### src/rtl/cpuPkg.sv
// cpu core shared types
package cpuPkg;

    localparam int wordW = 16;
    localparam int numRegs = 8;

    typedef logic [wordW-1:0] word_t;
    typedef logic [$clog2(numRegs)-1:0] regNum_t;
    typedef logic [2:0] opcode_t;
    typedef logic [1:0] aluOp_t;
    typedef logic [1:0] shift_t;
    typedef logic [1:0] regSel_t;

    // instruction layout, low bit of each field
    // opcode 15:13, op 12:11, Rn 10:8, Rd 7:5, shift 4:3, Rm 2:0, imm8 7:0
    localparam int opcodeLsb = 13;
    localparam int opLsb = 11;
    localparam int rnLsb = 8;
    localparam int rdLsb = 5;
    localparam int shiftLsb = 3;
    localparam int rmLsb = 0;
    localparam int imm8W = 8;

    // top field
    localparam opcode_t opMove = 3'b110;
    localparam opcode_t opAlu = 3'b101;

    // op field under opMove
    localparam aluOp_t opMovImm = 2'b10;
    localparam aluOp_t opMovReg = 2'b00;

    // alu operations
    localparam aluOp_t aluAdd = 2'b00;
    localparam aluOp_t aluCmp = 2'b01;
    localparam aluOp_t aluAnd = 2'b10;
    localparam aluOp_t aluMvn = 2'b11;

    // shift applied to the B operand
    localparam shift_t shNone = 2'b00;
    localparam shift_t shLeft = 2'b01;
    localparam shift_t shRightLogical = 2'b10;
    localparam shift_t shRightArith = 2'b11;

    // register field picked by the controller
    localparam regSel_t selRn = 2'b00;
    localparam regSel_t selRd = 2'b01;
    localparam regSel_t selRm = 2'b10;

endpackage

### src/rtl/instructionDecoder.sv
// instruction register and decoder
`timescale 1ns/1ps

module instructionDecoder (
    input  logic            clk,
    input  logic            reset,
    input  logic            load,
    input  cpuPkg::word_t   instr,
    input  cpuPkg::regSel_t nsel,
    output cpuPkg::opcode_t opcode,
    output cpuPkg::aluOp_t  op,
    output cpuPkg::regNum_t readNum,
    output cpuPkg::regNum_t writeNum,
    output cpuPkg::word_t   sximm8,
    output cpuPkg::shift_t  shift,
    output cpuPkg::aluOp_t  aluOp
);
    import cpuPkg::*;

    word_t   instrReg;
    regNum_t selectedReg;
    logic    isMovImm;

    always_ff @(posedge clk) begin
        if (reset) begin
            instrReg <= '0;
        end else if (load) begin
            instrReg <= instr;
        end
    end

    assign opcode = instrReg[opcodeLsb +: $bits(opcode_t)];
    assign op = instrReg[opLsb +: $bits(aluOp_t)];
    assign isMovImm = (opcode == opMove) && (op == opMovImm);

    // imm8 shares bits with Rd, shift and Rm
    assign sximm8 = {{(wordW - imm8W){instrReg[imm8W-1]}}, instrReg[imm8W-1:0]};
    assign shift = isMovImm ? shNone : instrReg[shiftLsb +: $bits(shift_t)];

    // register form of MOV runs through the adder with A forced to zero
    assign aluOp = (opcode == opMove) ? aluAdd : op;

    always_comb begin
        case (nsel)
            selRn:   selectedReg = instrReg[rnLsb +: $bits(regNum_t)];
            selRd:   selectedReg = instrReg[rdLsb +: $bits(regNum_t)];
            default: selectedReg = instrReg[rmLsb +: $bits(regNum_t)];
        endcase
    end

    assign readNum = selectedReg;
    assign writeNum = selectedReg;

endmodule

### src/rtl/registerFile.sv
// eight entry register file
`timescale 1ns/1ps

module registerFile (
    input  logic            clk,
    input  logic            write,
    input  cpuPkg::regNum_t writeNum,
    input  cpuPkg::regNum_t readNum,
    input  cpuPkg::word_t   dataIn,
    output cpuPkg::word_t   dataOut
);
    import cpuPkg::*;

    word_t regs [numRegs];

    // single write port, lands on the clock edge
    always_ff @(posedge clk) begin
        if (write) begin
            regs[writeNum] <= dataIn;
        end
    end

    // read is combinational so A or B can load in the same cycle
    assign dataOut = regs[readNum];

    // decoder must present a clean register number whenever the controller writes
    writeNumKnown: assert property (
        @(posedge clk) write |-> !$isunknown(writeNum)
    ) else $error("register file write with unknown writeNum");

endmodule

### src/rtl/shifterAlu.sv
// B operand shifter and ALU
`timescale 1ns/1ps

module shifterAlu (
    input  cpuPkg::word_t  a,
    input  cpuPkg::word_t  b,
    input  cpuPkg::shift_t shift,
    input  cpuPkg::aluOp_t aluOp,
    output cpuPkg::word_t  result,
    output logic           zero,
    output logic           negative,
    output logic           overflow
);
    import cpuPkg::*;

    word_t shifted;
    word_t sum;
    word_t diff;
    logic  signA;
    logic  signB;

    always_comb begin
        case (shift)
            shLeft:         shifted = {b[wordW-2:0], 1'b0};
            shRightLogical: shifted = {1'b0, b[wordW-1:1]};
            // keep the sign bit
            shRightArith:   shifted = {b[wordW-1], b[wordW-1:1]};
            default:        shifted = b;
        endcase
    end

    assign sum = a + shifted;
    assign diff = a - shifted;
    assign signA = a[wordW-1];
    assign signB = shifted[wordW-1];

    always_comb begin
        overflow = 1'b0;
        case (aluOp)
            aluAdd: begin
                result = sum;
                // same signs in, different sign out
                overflow = (signA == signB) && (sum[wordW-1] != signA);
            end
            aluCmp: begin
                result = diff;
                overflow = (signA != signB) && (diff[wordW-1] != signA);
            end
            aluAnd: result = a & shifted;
            default: result = ~shifted;
        endcase
    end

    assign zero = (result == '0);
    assign negative = result[wordW-1];

endmodule

### src/rtl/datapath.sv
// core datapath
`timescale 1ns/1ps

module datapath (
    input  logic            clk,
    input  logic            reset,
    input  logic            write,
    input  logic            loada,
    input  logic            loadb,
    input  logic            loadc,
    input  logic            loads,
    input  logic            asel,
    input  logic            writeSel,
    input  cpuPkg::regNum_t readNum,
    input  cpuPkg::regNum_t writeNum,
    input  cpuPkg::word_t   sximm8,
    input  cpuPkg::shift_t  shift,
    input  cpuPkg::aluOp_t  aluOp,
    output cpuPkg::word_t   out,
    output logic            statusZ,
    output logic            statusN,
    output logic            statusV
);
    import cpuPkg::*;

    word_t regData;
    word_t writeData;
    word_t aReg;
    word_t bReg;
    word_t cReg;
    word_t aluA;
    word_t aluResult;
    logic  aluZero;
    logic  aluNegative;
    logic  aluOverflow;

    // write back either the immediate or the C register
    assign writeData = writeSel ? sximm8 : cReg;

    registerFile registerFile_i (
        .clk      (clk),
        .write    (write),
        .writeNum (writeNum),
        .readNum  (readNum),
        .dataIn   (writeData),
        .dataOut  (regData)
    );

    always_ff @(posedge clk) begin
        if (loada) begin
            aReg <= regData;
        end
        if (loadb) begin
            bReg <= regData;
        end
    end

    // MOV register form and MVN ignore Rn
    assign aluA = asel ? '0 : aReg;

    shifterAlu shifterAlu_i (
        .a        (aluA),
        .b        (bReg),
        .shift    (shift),
        .aluOp    (aluOp),
        .result   (aluResult),
        .zero     (aluZero),
        .negative (aluNegative),
        .overflow (aluOverflow)
    );

    always_ff @(posedge clk) begin
        if (loadc) begin
            cReg <= aluResult;
        end
    end

    // status only changes on CMP
    always_ff @(posedge clk) begin
        if (reset) begin
            statusZ <= 1'b0;
            statusN <= 1'b0;
            statusV <= 1'b0;
        end else if (loads) begin
            statusZ <= aluZero;
            statusN <= aluNegative;
            statusV <= aluOverflow;
        end
    end

    assign out = cReg;

    // CMP must leave C untouched, so a result never goes to both places
    cOrStatus: assert property (
        @(posedge clk) disable iff (reset) !(loadc && loads)
    ) else $error("loadc and loads high together");

endmodule

### src/rtl/controller.sv
// multi-cycle instruction sequencer
`timescale 1ns/1ps

module controller (
    input  logic            clk,
    input  logic            reset,
    input  logic            s,
    input  cpuPkg::opcode_t opcode,
    input  cpuPkg::aluOp_t  op,
    output logic            w,
    output logic            write,
    output logic            loada,
    output logic            loadb,
    output logic            loadc,
    output logic            loads,
    output logic            asel,
    output logic            writeSel,
    output cpuPkg::regSel_t nsel
);
    import cpuPkg::*;

    typedef enum logic [3:0] {
        waiting,
        writeImm,
        loadA,
        loadA2,
        readRm,
        compute,
        writeRd,
        writeRd2,
        done
    } ctrlState_t;

    ctrlState_t state;
    ctrlState_t nextState;
    logic       isCmp;
    logic       needsSettle;
    logic       zeroA;
    logic       validInstr;

    assign isCmp = (opcode == opAlu) && (op == aluCmp);
    // ADD and AND take the extra cycle after write back
    assign needsSettle = (opcode == opAlu) && ((op == aluAdd) || (op == aluAnd));
    assign zeroA = (opcode == opMove) || (op == aluMvn);
    assign validInstr = (opcode == opAlu)
                     || ((opcode == opMove) && ((op == opMovImm) || (op == opMovReg)));

    always_comb begin
        nextState = state;
        case (state)
            waiting: begin
                if (s && opcode == opMove) begin
                    if (op == opMovImm) begin
                        nextState = writeImm;
                    end else if (op == opMovReg) begin
                        nextState = readRm;
                    end
                end else if (s && opcode == opAlu) begin
                    nextState = (op == aluMvn) ? readRm : loadA;
                end
            end
            writeImm: nextState = done;
            loadA:    nextState = loadA2;
            loadA2:   nextState = readRm;
            readRm:   nextState = compute;
            compute:  nextState = isCmp ? done : writeRd;
            writeRd:  nextState = needsSettle ? writeRd2 : done;
            default:  nextState = waiting;
        endcase
    end

    always_ff @(posedge clk) begin
        if (reset) begin
            state <= waiting;
        end else begin
            state <= nextState;
        end
    end

    // w goes low on the accepting edge and back high as the instruction ends
    always_ff @(posedge clk) begin
        if (reset) begin
            w <= 1'b1;
        end else begin
            w <= (nextState == waiting);
        end
    end

    // strobes registered from the next state so they line up with it
    always_ff @(posedge clk) begin
        if (reset) begin
            write <= 1'b0;
            loada <= 1'b0;
            loadb <= 1'b0;
            loadc <= 1'b0;
            loads <= 1'b0;
        end else begin
            write <= (nextState == writeImm) || (nextState == writeRd);
            loada <= (nextState == loadA);
            loadb <= (nextState == readRm);
            loadc <= (nextState == compute) && !isCmp;
            loads <= (nextState == compute) && isCmp;
        end
    end

    always_ff @(posedge clk) begin
        case (nextState)
            readRm:  nsel <= selRm;
            writeRd: nsel <= selRd;
            default: nsel <= selRn;
        endcase
        asel <= zeroA;
        writeSel <= (nextState == writeImm);
    end

    noWriteWhenIdle: assert property (
        @(posedge clk) disable iff (reset) (state == waiting) |-> !write
    ) else $error("write high while waiting");

    startAccepted: assert property (
        @(posedge clk) disable iff (reset) (state == waiting && s && validInstr) |=> !w
    ) else $error("w still high after a valid start");

endmodule

### src/rtl/cpuCore.sv
// cpu core top level
`timescale 1ns/1ps

module cpuCore (
    input  logic          clk,
    input  logic          reset,
    input  cpuPkg::word_t instr,
    input  logic          load,
    input  logic          s,
    output logic          w,
    output cpuPkg::word_t out,
    output logic          statusZ,
    output logic          statusN,
    output logic          statusV
);
    import cpuPkg::*;

    opcode_t opcode;
    aluOp_t  op;
    aluOp_t  aluOp;
    regNum_t readNum;
    regNum_t writeNum;
    word_t   sximm8;
    shift_t  shift;
    regSel_t nsel;
    logic    write;
    logic    loada;
    logic    loadb;
    logic    loadc;
    logic    loads;
    logic    asel;
    logic    writeSel;

    instructionDecoder instructionDecoder_i (
        .clk      (clk),
        .reset    (reset),
        .load     (load),
        .instr    (instr),
        .nsel     (nsel),
        .opcode   (opcode),
        .op       (op),
        .readNum  (readNum),
        .writeNum (writeNum),
        .sximm8   (sximm8),
        .shift    (shift),
        .aluOp    (aluOp)
    );

    controller controller_i (
        .clk      (clk),
        .reset    (reset),
        .s        (s),
        .opcode   (opcode),
        .op       (op),
        .w        (w),
        .write    (write),
        .loada    (loada),
        .loadb    (loadb),
        .loadc    (loadc),
        .loads    (loads),
        .asel     (asel),
        .writeSel (writeSel),
        .nsel     (nsel)
    );

    datapath datapath_i (
        .clk      (clk),
        .reset    (reset),
        .write    (write),
        .loada    (loada),
        .loadb    (loadb),
        .loadc    (loadc),
        .loads    (loads),
        .asel     (asel),
        .writeSel (writeSel),
        .readNum  (readNum),
        .writeNum (writeNum),
        .sximm8   (sximm8),
        .shift    (shift),
        .aluOp    (aluOp),
        .out      (out),
        .statusZ  (statusZ),
        .statusN  (statusN),
        .statusV  (statusV)
    );

endmodule

### config.mk
export PLATFORM = sky130hd
export DESIGN_NAME = cpuCore
export DESIGN_NICKNAME = d
export VERILOG_FILES = /design/src/rtl/cpuPkg.sv /design/src/rtl/instructionDecoder.sv /design/src/rtl/registerFile.sv /design/src/rtl/shifterAlu.sv /design/src/rtl/datapath.sv /design/src/rtl/controller.sv /design/src/rtl/cpuCore.sv
export SDC_FILE = /design/constraint.sdc
export NUM_CORES = 1
export LEC_CHECK = 0
export BUFFER_PORTS_ARGS = -buffer_cell sky130_fd_sc_hd__clkbuf_2
export CAP_MARGIN = 20
export CORE_UTILIZATION = 35
export DETAILED_ROUTE_END_ITERATION = 10
export SLEW_MARGIN = 10
export SYNTH_ARGS = -nofsm -noshare
export SYNTH_HDL_FRONTEND = slang
export SYNTH_SLANG_ARGS = --single-unit
### constraint.sdc
create_clock -name clk -period 4.75 [get_ports clk]
set_clock_uncertainty 0.05 [all_clocks]
set_input_delay 0.475 -clock clk [delete_from_list [all_inputs] [get_ports clk]]
set_output_delay 0.475 -clock clk [all_outputs]
set_load 0.01 [all_outputs]
# Yosys cells after proc, flatten, opt, wreduce, memory -nomap -nowiden
# Memories as Yosys holds them, arrays and structs flattened.
# Index checks and enable logic that the tools add are counted.
totals:
  out_inout_bits: 20
  mem_bits_rw: 128
  memories: 1
  inputBits: 20
  reg_bits: 81
memory_table:
  columns: ["memory", "words", "width", "rd", "rd_clocked_by_memory_dff", "wr", "line_no", "text"]
  rows:
  - ["datapath_i.registerFile_i.regs", 8, 16, 1, 0, 1, "registerFile.sv:14", "word_t regs [numRegs];"]
op_classes:
  bitwise: 2
  eq_ne: 26
  n_addsub: 2
  mux: 19
  reduce_logical: 19
op_table:
  columns: ["operator", "n"]
  rows:
  - ["case mux 16 bit (3 select lines)", 2]
  - ["2-to-1 mux 16 bit", 2]
  - ["case mux 4 bit (7 select lines)", 1]
  - ["== test 4 x 3 -> 1 bit, second input constant", 6]
  - ["2-to-1 mux 4 bit", 6]
  - ["adder 16 bit", 1]
  - ["AND 16 bit", 1]
  - ["zero test 16 bit", 1]
  - ["inverter 16 bit", 1]
  - ["subtractor 16 bit", 1]
  - ["== test 4 x 2 -> 1 bit, second input constant", 3]
  - ["== test 2 bit, second input constant", 5]
  - ["logical AND 1 bit", 9]
  - ["== test 2 x 1 -> 1 bit, second input constant", 4]
  - ["== test 4 x 1 -> 1 bit, second input constant", 2]
  - ["zero test 4 bit", 2]
  - ["== test 3 bit, second input constant", 2]
  - ["zero test 2 bit", 3]
  - ["case mux 3 bit (2 select lines)", 1]
  - ["2-to-1 mux 2 bit", 2]
  - ["case mux 2 bit (2 select lines)", 1]
  - ["logical OR 1 bit", 3]
  - ["2-to-1 mux 3 bit", 1]
  - ["!= test 1 bit", 3]
  - ["other kinds (4)", 5]

# Depth between registers and ports, before layout
# Gate-level depths: netlist (run 1).
depth:
  word_depth: 9
  depth_mapped: 19

# Cells and area by module
# Synthesis (run 1) repeated with hierarchy kept, for this count alone.
hier_totals:
  hier_cells: 781
  hier_area_um2: 10689.0
modules_own_cells:
  columns: ["mod", "area_per_inst_um2", "n_inst", "cells_per_inst"]
  rows:
  - ["registerFile", 4973.5, 1, 198]
  - ["shifterAlu", 2267.2, 1, 332]
  - ["datapath", 1910.6, 1, 92]
  - ["instructionDecoder", 868.3, 1, 92]
  - ["controller", 669.4, 1, 67]

# Worst setup path after synthesis (run 1)
# OpenSTA, ideal clock, no wires.
synth_path:
  kind: "register to register"
  start: "register instructionDecoder_i.instrReg[13]"
  end: "register datapath_i.statusZ"
  arrival_time_ps: 4468
  path_slack_ps: 163
  n_path_buf: 1
  t_required_ps: 4631
  stages_incl_launch_ff: 16
  cell_sequence: "dfxtp_1 -> nand3b_1 -> nor2_1 -> clkbuf_1 -> a221o_1 -> inv_1 -> fa_1 -> nand2b_1 -> a211oi_1 -> o31ai_1 -> o211a_1 -> or4_1 -> or4_1 -> or4_1 -> or4_1 -> o21ai_1"
synth_via:
  elab_chain_cells: 8
synth_rtl:
  columns: ["item", "line_no", "text"]
  rows:
  - ["from (decl)", "instructionDecoder.sv:20", "word_t instrReg;"]
  - ["from (signal assigned)", "instructionDecoder.sv:28", "instrReg <= instr;"]
  - ["== test 3 bit *", "instructionDecoder.sv:34, instructionDecoder.sv:41", null]
  - ["logical AND 1 bit", "instructionDecoder.sv:34", "assign isMovImm = (opcode == opMove) && (op == opMovImm);"]
  - ["2-to-1 mux 2 bit", "instructionDecoder.sv:38", "assign shift = isMovImm ? shNone : instrReg[shiftLsb +: $bits(shift_t)];"]
  - ["== test 2 bit / == test 2 x 1 -> 1 bit (equally long branches)", "shifterAlu.sv:23", "case (shift)"]
  - ["case mux 16 bit (3 select lines)", "shifterAlu.sv:23", null]
  - ["subtractor 16 bit (tied with other cells)", "shifterAlu.sv:33", "assign diff = a - shifted;"]
  - ["case mux 16 bit (3 select lines) *", "shifterAlu.sv:39", "case (aluOp)"]
  - ["via datapath_i.aluResult[4]", "datapath.sv:32", "word_t aluResult;"]
  - ["zero test 16 bit *", "shifterAlu.sv:54", "assign zero = (result == '0);"]
  - ["to (signal assigned)", "datapath.sv:85", "statusZ <= aluZero;"]
  - ["to (decl)", "datapath.sv:20", "output logic statusZ,"]
# Mark *: on every way through the listed nets, which the timed path passes. The rest lies on a longest branch.
# A chain may end at the register's enable or synchronous reset.

# Final worst setup path (run 1)
# Same ends and word-level chain as after synthesis.

==> run metrics, run 1 <==
post-synth top area cell=edfxtp_1; # setup viols final=0; net count after synthesis=a little over 900; pin count of the biggest net entering global routing=29; worst stage delay on the critical path=roughly 0.54 ns; HPWL after detailed placement=approximately 20000 um; number of synthesized flops with an enable pin=approximately 180; Mapped Area=~11000 sq um; critical setup path kind=reg2reg; Power Dens Cells=about 350 nW/um^2; die area=roughly 31000 sq um; Area growth syn-to-layout=17.1%; Worst R2R Setup Slack=0.09 ns; upper clock frequency limit=around 210 MHz; std cell rows=63; worst vdd ir=between 0.2 and 0.3 mV; Hold-fix buffers, CTS=0; worst-path cell chain=nand3b_1 > o22ai_2 > a22o_4 > ha_4 > inv_2 > fa_1 > nor2b_4 > a31oi_1 > o221ai_2 > a31oi_2 > or4b_4 > or4_4 > or4_1 > or4_1 > or4_4 > o21ai_1; register area share after synthesis=between 50% and 60%; Initial Util=35.6%; Skew-Pair Late Insertion Delay=~0.5 ns; status=completed; Pre-Repair DR Iteration Count=5; relative slew slack=between 30% and 40%; Total Routed Length=between 20000 and 30000 um; final worst slack=roughly 0.09 ns; most frequent cells in the layout=edfxtp_1 (176), nor2_1 (73), buf_4 (51); Leakage=approximately 4.5 nW; Nets=a little under 1000; Longest Clk Path Bufs=3; DRC errors left=0; ANT nets after route=0; CTS Buf Count=23; Via density=about 5.4; worst min-delay path category=in2reg; initial antenna violation count=0; CTS clk-pin slew, worst paths=around 0.060 ns; most common library cell in the layout ignoring fill and taps=edfxtp_1; async set or reset register ratio after synthesis=0%; IO Port Bufs=39; pre-CTS setup slack=-0.134 ns; core area=between 20000 and 30000 sq um; CTS tree=built; Die Width=about 180 um; Critical Path End Type=flip-flop; ant diodes=0; CP startpoint kind=flip-flop; first-pass GRT wire length=41800 um; placer congestion estimate=~0.94; worst path bufs/invs=1; synthesized flop and latch total=between 200 and 250; Primary FF master, synth=edfxtp_1; Clock Sinks=around 210; placed instance area=between 10000 and 15000 sq um; IO Count=40; Yosys top cell area share=49.9%; fin crit share=between 90% and 100%; critical path arrival=5.05 ns; Synth Instances=between 800 and 900; global-route usage over all layers=between 15 and 20%; Final Hold Vio Count=0; Final min period=4.66 ns; Max H-tree Level=1; grt total ovfl=0; TNS Setup=0 ns; post-route cell area=around 12000 sq um; share of layout cells above drive strength 1=a little under a quarter; fin cells=roughly 1300; crit path max-delay cell type=or4b_4; number of global-route vias before repair=between 6000 and 7000; root buffer cell=clkbuf_16; Via Count=roughly 7200; total of max-cap violations=0; WL per Instance=20.1 um; Area contributors post-synth=edfxtp_1 (50%), mux4_2 (6.8%), dfxtp_1 (6.2%); fill cell count=~2700; Mapped Avg Cell Area=12.3 sq um; placed instance count=about 1300; max-slew violation count=0; Cell variety after synth=between 70 and 80; required time worst endpoint=about 5 ns; delay-heaviest family, CP=simple AND/OR/NAND/NOR gates; RSZ-0062 raised after global routing=true; drt initial violations=517; Worst Path Max Fanout=4; Ys Warns=0; die extent in y=approximately 180 um; worst-margin pin slew=roughly 1 ns
## final timing paths
path,depth (start not counted),startpoint,end
setup / recovery,16,instructionDecoder_i.instrReg[13],datapath_i.statusZ
hold / removal,3,instr[7],instructionDecoder_i.instrReg[7]
setup reg to reg,16,instructionDecoder_i.instrReg[13],datapath_i.statusZ
hold reg to reg,2,datapath_i.statusZ,datapath_i.statusZ
## power breakdown
| part | total, W | internal (W) | switching, W |
|---|---|---|---|
| registers | 0.00200 | 0.00199 | 0.0000127 |
| clock network | 0.00180 | 0.00111 | 0.000695 |
| logic | 0.000559 | 0.000240 | 0.000320 |
| total | 0.00437 | 0.00334 | 0.00103 |
## cell usage after synthesis, types with 8 or more instances
| library cell | count |
|---|---|
| nand3_1 | 25 |
| dfxtp_1 | 33 |
| nor3_1 | 27 |
| a21o_1 | 8 |
| mux4_2 | 32 |
| inv_1 | 41 |
| a31oi_1 | 8 |
| xnor2_1 | 10 |
| a211oi_1 | 10 |
| a21oi_1 | 47 |
| nor2_1 | 74 |
| ha_1 | 32 |
| mux2_2 | 23 |
| nor2b_1 | 28 |
| nand2_1 | 43 |
| clkbuf_1 | 38 |
| edfxtp_1 | 176 |
| mux2i_1 | 23 |
| o21ai_0 | 30 |
| nand2b_1 | 17 |
## worst register-to-register path: cells and delay by family (launching register included)
family          cells  cell delay, ns
simple gates        7            2.60
compound gates      6            0.90
fa+ha+maj           2            0.67
flops               1            0.33
buf+inv             1            0.05
## through the flow
stage | hold slack, ns | utilization, % | total power [W]
after floorplan | 0.410 | - | 0.00240
after global placement | 0.415 | 38.8 | 0.00258
after detailed placement | 0.426 | 38.8 | 0.00258
after CTS | 0.153 | 41.4 | 0.00439
after global routing | 0.174 | 41.7 | 0.00454
final | 0.169 | 41.7 | 0.00437
## what timing repair did
action | CTS | global route
pin swaps | 2 | 8
setup buffers | 0 | 4
resized for setup | 4 | 22
hold endpoints to repair | 0 | 0
endpoints found under the setup margin | 1 | 3
## per-layer routing
| metal | GRT usage [%] | share of wire [%] | vias up |
|---|---|---|---|
| met5 | 0 | 0 | - |
| met4 | 4.49 | 2.0 | 0 |
| met3 | 2.22 | 4.8 | 44 |
| met2 | 29.1 | 48 | 200 |
| met1 | 24.4 | 45 | 3547 |
| li1 | - | - | 3405 |
## kinds of logic after synthesis
family          count (synthesis)  synth area share, %
simple gates                  257                 12.2
flops                         209                 56.1
compound gates                180                 11.7
buf+inv                        89                 3.28
mux                            78                 11.4
fa+ha+maj                      34                 4.16
xor+xnor                       13                 1.08
## registers in the layout (all words and copies together), names as in the netlist, 2 cells and up
name / flops
controller_i.nsel: 2
datapath_i.bReg: 16
instructionDecoder_i.instrReg: 16
datapath_i.registerFile_i.regs: 128
datapath_i.out: 16
controller_i.state: 4
datapath_i.aReg: 16
## cell type report
cell class	count	area [sq um]	area share [%]
clock buffers	28	594	4.79
clock inverters	11	164	1.32
inverters	41	154	1.24
multi-input cells	562	4430	35.7
flip-flops and latches	209	5950	48.0
well taps	390	488	3.94
repair buffers	92	618	4.99
No activity file was read; power rests on OpenSTA's default activity.
==> run 2: changes to the inputs <==
--- a/config.mk
+++ b/config.mk
@@ -7,8 +7,11 @@
 export LEC_CHECK = 0
 export BUFFER_PORTS_ARGS = -buffer_cell sky130_fd_sc_hd__clkbuf_2
 export CAP_MARGIN = 20
+export CELL_PAD_IN_SITES_DETAIL_PLACEMENT = 1
+export CELL_PAD_IN_SITES_GLOBAL_PLACEMENT = 1
 export CORE_UTILIZATION = 35
 export DETAILED_ROUTE_END_ITERATION = 10
+export PLACE_DENSITY_LB_ADDON = 0.1
 export SLEW_MARGIN = 10
 export SYNTH_ARGS = -nofsm -noshare
 export SYNTH_HDL_FRONTEND = slang
==> run 2 against run 1 <==
Compared with the run above: sequential share of layout area shrank 0.29 points; core utilization up 0.23 points; cell area grew 0.55%; largest power group unchanged.
==> run metrics, run 2 (synthesis results as in run 1) <==
Final min period=4.65 ns (was 4.66 ns); crit path max-delay cell type=fa_1 (was or4b_4); grt total ovfl=0 (unchanged); placed instance count=1309 (was 1290); Most flops, register=datapath_i.registerFile_i.regs (unchanged); hold_ws=0.152 ns (was 0.169 ns); ANT nets after route=0 (unchanged); Pre-Repair DR Iteration Count=5 (unchanged); die extent in y=176 um (unchanged); DRC errors left=0 (unchanged); fin cells=1351 (was 1333); HPWL after detailed placement=23500 um (was 19600 um); Area growth syn-to-layout=17.7% (was 17.1%); number of global-route vias before repair=7827 (was 6988); final worst slack=0.0979 ns (was 0.0883 ns); worst-path cell chain=nor2b_2 > buf_12 > a21oi_4 > a22o_4 > ha_1 > inv_1 > fa_1 > nor2b_1 > a31oi_1 > o221ai_1 > a31oi_1 > or4b_1 > or4_4 > or4_1 > or4_4 > or4_1 > o21ai_1 (was nand3b_1 > o22ai_2 > a22o_4 > ha_4 > inv_2 > fa_1 > nor2b_4 > a31oi_1 > o221ai_2 > a31oi_2 > or4b_4 > or4_4 > or4_1 > or4_1 > or4_4 > o21ai_1); most frequent cells in the layout=edfxtp_1 (176), nor2_1 (73), buf_4 (67) (was edfxtp_1 (176), nor2_1 (73), buf_4 (51)); Critical Path End Type=flip-flop (unchanged); Worst Path Max Fanout=7 (was 4); sequential cell area=5950 sq um (about the same); ant diodes=0 (unchanged); first-pass GRT wire length=48000 um (was 41800 um); Skew-Pair Late Insertion Delay=0.51 ns (was 0.50 ns); root buffer cell=clkbuf_16 (unchanged); pre-CTS setup slack=-0.0900 ns (was -0.134 ns); worst stage delay on the critical path=0.55 ns (was 0.54 ns); Total Routed Length=31400 um (was 26700 um); Hold-fix buffers, CTS=0 (unchanged); Via Count=7366 (was 7196); R2R depth=17 (was 16); CTS tree=built (unchanged); worst path bufs/invs=2 (was 1); Via density=5.45 (was 5.40); Critical R2R Launch=instructionDecoder_i.instrReg[12] (was instructionDecoder_i.instrReg[13]); share of layout cells above drive strength 1=24.3% (was 22.9%); worst-margin pin slew=0.943 ns (was 1.00 ns); most common library cell in the layout ignoring fill and taps=edfxtp_1 (unchanged); Nets=1001 (was 983); Max H-tree Level=1 (unchanged); die area=31000 sq um (unchanged); IO Count=40 (unchanged); Worst R2R Setup Slack=0.1 ns (was 0.09 ns); Final Hold Vio Count=0 (unchanged); total of max-cap violations=0 (unchanged); std cell rows=63 (unchanged); Clock Sinks=209 (unchanged); Leakage=4.56 nW (was 4.52 nW); required time worst endpoint=5.14 ns (about the same); drt initial violations=338 (was 517); worst vdd ir=0.308 mV (was 0.280 mV); IO Port Bufs=39 (unchanged); placer congestion estimate=0.866 (was 0.939); Longest Clk Path Bufs=3 (unchanged); hold path startpoint=instr[9] (was instr[7]); core area=29700 sq um (unchanged); # setup viols final=0 (unchanged); WL per Instance=23.3 um (was 20.1 um); global-route usage over all layers=20.6% (was 17.6%); Hold Crit Depth=3 (unchanged); status=completed (unchanged); Die Width=176 um (unchanged); Power Dens Cells=338 nW/um^2 (was 352 nW/um^2); Initial Util=35.6% (unchanged); TNS Setup=0 ns (unchanged); RSZ-0062 raised after global routing=true (unchanged); critical setup path kind=reg2reg (unchanged); initial antenna violation count=0 (unchanged); RR Endpoint=datapath_i.statusZ (unchanged); fill cell count=3098 (was 2747); CP startpoint kind=flip-flop (unchanged); critical path arrival=5.05 ns (about the same); fin crit share=97.9% (was 98.1%); CTS clk-pin slew, worst paths=0.06 ns (about the same); footprint of the multi-input gates=4450 sq um (was 4430 sq um); Largest register FFs=128 (unchanged); Final Power=0.00422 W (was 0.00437 W); relative slew slack=36.8% (was 33.0%); hold endpoint=instructionDecoder_i.instrReg[9] (was instructionDecoder_i.instrReg[7]); upper clock frequency limit=215 MHz (about the same); pin count of the biggest net entering global routing=28 (was 29); max-slew violation count=0 (unchanged); CTS Buf Count=23 (unchanged); worst min-delay path category=in2reg (unchanged); delay-heaviest family, CP=simple AND/OR/NAND/NOR gates (unchanged)
run 2: cell count changes in the layout (fill, tap and decap cells not counted), moves of 3 or more:
cell and change:
buf_4 +16, bufinv_16 -4, clkbuf_1 +4, dfxtp_1 +3
dfxtp_2 -3
run 2: how the worst max path moves through the flow:
stage	slack, ns	startpoint	cells after the start	end
after floorplan	0.16	instructionDecoder_i.instrReg[13]	15	datapath_i.statusZ
after global placement	-0.05	instructionDecoder_i.instrReg[4]	17	datapath_i.statusZ
after detailed placement	-0.09	instructionDecoder_i.instrReg[12]	16	datapath_i.statusZ
after CTS	0.03	instructionDecoder_i.instrReg[15]	17	datapath_i.statusZ
after global routing	-0.14	instructionDecoder_i.instrReg[12]	17	datapath_i.statusZ
final	0.1	instructionDecoder_i.instrReg[12]	17	datapath_i.statusZ
run 2: worst reg2reg max path, delay by kind of cell (launching register included):
| family | cells | cell delay, ns |
|---|---|---|
| flops | 1 | 0.34 |
| fa+ha+maj | 2 | 0.71 |
| compound gates | 6 | 0.77 |
| buf+inv | 2 | 0.23 |
| simple gates | 7 | 2.50 |
run 2: timing repair:
item	CTS	global route
pin swaps	0	5
endpoints found under the setup margin	1	3
setup buffers	0	2
resized for setup	5	22
run 2: routing by layer:
layer / global-route usage (%) / vias up / share of wire (%)
met5: 0 / - / 0
met4: 5.65 / 0 / 2.3
met3: 2.05 / 44 / 2.4
met2: 35.5 / 128 / 49
met1: 27.6 / 3763 / 46
li1: - / 3431 / -
run 2: power by group:
part	total, W	internal (W)	switching [W]
clock network	0.00158	0.000895	0.000689
logic	0.000626	0.000266	0.000360
registers	0.00201	0.00199	0.0000138
total	0.00422	0.00315	0.00106
run 2: stage by stage:
| stage | util (%) | cell area, sq um |
|---|---|---|
| floorplan | - | 10600 |
| CTS | 41.5 | 12300 |
| detailed placement | 39.3 | 11700 |
| global route | 41.9 | 12500 |
| finish | 41.9 | 12500 |
| global placement | 39.3 | 11700 |
run 2: area by class of cell:
cell class / count / area share (%)
clock buffer: 32 / 4.89
clock inverter: 7 / 0.361
inverter: 41 / 1.23
multi-input combinational: 562 / 35.7
sequential: 209 / 47.7
tap: 390 / 3.91
timing repair buffer: 110 / 6.17
==> run 3: changes to the inputs <==
==> constraint.sdc (replaced) <==
create_clock -name clk -period 4.75 [get_ports clk]
set_clock_uncertainty 0.05 [all_clocks]
set_input_delay 1.1875 -clock clk [delete_from_list [all_inputs] [get_ports clk]]
set_output_delay 1.1875 -clock clk [all_outputs]
set_load 0.01 [all_outputs]
==> run 3 against run 2 <==
Compared with the run above: hold slack improved by 0.31 ns; die area is the same; clock power grew 8%; sequential power about the same; critical endpoint unchanged; highest routed layer unchanged.
==> run metrics, run 3 (synthesis results as in run 1) <==
status=completed (unchanged); fin crit share=96.5% (was 97.9%); Total Routed Length=31700 um (was 31400 um); critical setup path kind=reg2reg (unchanged); worst-margin pin slew=0.972 ns (was 0.943 ns); pre-CTS setup slack=-0.186 ns (was -0.0900 ns); Via Count=7377 (was 7366); WL per Instance=23.5 um (was 23.3 um); # setup viols final=0 (unchanged); placed instance count=1306 (was 1309); total of max-cap violations=0 (unchanged); drt initial violations=351 (was 338); share of layout cells above drive strength 1=24.4% (was 24.3%); HPWL after detailed placement=23400 um (was 23500 um); Die Width=176 um (unchanged); Most flops, register=datapath_i.registerFile_i.regs (unchanged); CTS Buf Count=23 (unchanged); RSZ-0062 raised after global routing=true (unchanged); Longest Clk Path Bufs=3 (unchanged); relative slew slack=34.5% (was 36.8%); initial antenna violation count=1 (was 0); global-route usage over all layers=20.8% (was 20.6%); Leakage=4.56 nW (about the same); Final Hold Vio Count=0 (unchanged); Pre-Repair DR Iteration Count=6 (was 5); Area growth syn-to-layout=17.9% (was 17.7%); worst min-delay path category=reg2reg (was in2reg); die extent in y=176 um (unchanged); DRC errors left=0 (unchanged); first-pass GRT wire length=48500 um (was 48000 um); placer congestion estimate=0.875 (was 0.866); CP startpoint kind=flip-flop (unchanged); Worst Path Max Fanout=5 (was 7); ANT nets after route=0 (unchanged); grt total ovfl=0 (unchanged); std cell rows=63 (unchanged); Max H-tree Level=1 (unchanged); hold_ws=0.458 ns (was 0.152 ns); TNS Setup=0 ns (unchanged); root buffer cell=clkbuf_16 (unchanged); number of global-route vias before repair=7868 (was 7827); worst vdd ir=0.307 mV (was 0.308 mV); Critical Path End Type=flip-flop (unchanged); final worst slack=0.164 ns (was 0.0979 ns); core area=29700 sq um (unchanged); met3 Use GR=1.96% (was 2.05%); M2 GR Usage=36.2% (was 35.5%); IO Port Bufs=39 (unchanged); Via density=5.47 (was 5.45); CTS tree=built (unchanged); Clock Sinks=209 (unchanged); most frequent cells in the layout=edfxtp_1 (176), nor2_1 (73), buf_4 (64) (was edfxtp_1 (176), nor2_1 (73), buf_4 (67)); Largest register FFs=128 (unchanged); Top Usage Layer GRT=met2 (unchanged); max-slew violation count=0 (unchanged); Initial Util=35.6% (unchanged); Skew-Pair Late Insertion Delay=0.51 ns (about the same); IO Count=40 (unchanged); die area=31000 sq um (unchanged); pin count of the biggest net entering global routing=33 (was 28); required time worst endpoint=5.15 ns (was 5.14 ns); CTS clk-pin slew, worst paths=0.06 ns (about the same); fin cells=1349 (was 1351); Final min period=4.59 ns (was 4.65 ns); upper clock frequency limit=218 MHz (was 215 MHz); Nets=997 (was 1001); critical path arrival=4.98 ns (was 5.05 ns); Power Dens Cells=347 nW/um^2 (was 338 nW/um^2); most common library cell in the layout ignoring fill and taps=edfxtp_1 (unchanged); met1 usage=28.0% (was 27.6%)
## run 3: cell count changes in the layout (fill, tap and decap cells not counted), moves of 3 or more
cell      before  now
clkinv_1       0    3
dfxtp_2        1    5
dfxtp_1       32   28
buf_4         67   64
clkbuf_1       9    6
## run 3: critical path, stage by stage, from the launching register on
cell and delay [ns]:
dfxtp_2 0.36, and3b_2 0.26, nand2_2 0.09, a31oi_1 0.08, nor2_1 0.12, a221o_1 0.19, inv_2 0.08, fa_1 0.52
nor2b_1 0.13, a31oi_1 0.06, o221ai_2 0.24, a31oi_2 0.08, or4b_1 0.48, or4_4 0.44, or4_1 0.40, or4_1 0.41
or4_1 0.40, o21ai_1 0.12
## run 3: final timing paths
check / startpoint / end / slack (ns) / depth (start not counted)
hold / removal: instructionDecoder_i.instrReg[9] / instructionDecoder_i.instrReg[9] / 0.46 / 2
setup / recovery: instructionDecoder_i.instrReg[13] / datapath_i.statusZ / 0.16 / 17
setup reg to reg: instructionDecoder_i.instrReg[13] / datapath_i.statusZ / 0.16 / 17
hold reg to reg: instructionDecoder_i.instrReg[9] / instructionDecoder_i.instrReg[9] / 0.46 / 2
## run 3: stage by stage
step / util, % / total power (W) / instance area (sq um)
global placement: 39.2 / 0.00264 / 11600
floorplan: - / 0.00240 / 10600
CTS: 41.7 / 0.00436 / 12400
global route: 42.0 / 0.00449 / 12500
finish: 42.0 / 0.00433 / 12500
detailed placement: 39.2 / 0.00265 / 11700
## run 3: report_power, final
part	internal (W)	switching, W
registers	0.00199	0.0000140
logic	0.000262	0.000363
clock network	0.00100	0.000700
## run 3: metal layers
layer	routed length, um	part of all wire, %
met1	14400	45
met3	787	2.5
met2	15900	50
met4	620	2.0
met5	0	0
## run 3: area by class of cell
type / instances / area, sq um
Multi-Input combinational cell: 562 / 4460
Fill cell: 3130 / 17200
Tap cell: 390 / 488
Sequential cell: 209 / 5950
Timing Repair Buffer: 106 / 722
Antenna cell: 1 / 2.50
Clock buffer: 29 / 598
Inverter: 41 / 154
Clock inverter: 11 / 113
## run 3: repair_timing
| item | CTS | global route |
|---|---|---|
| hold buffers | 0 | 0 |
| endpoints found under the hold margin | 0 | 0 |
| setup endpoints to repair | 1 | 3 |
| resized for setup | 8 | 24 |
| setup buffers | 0 | 2 |
| pin swaps | 1 | 6 |
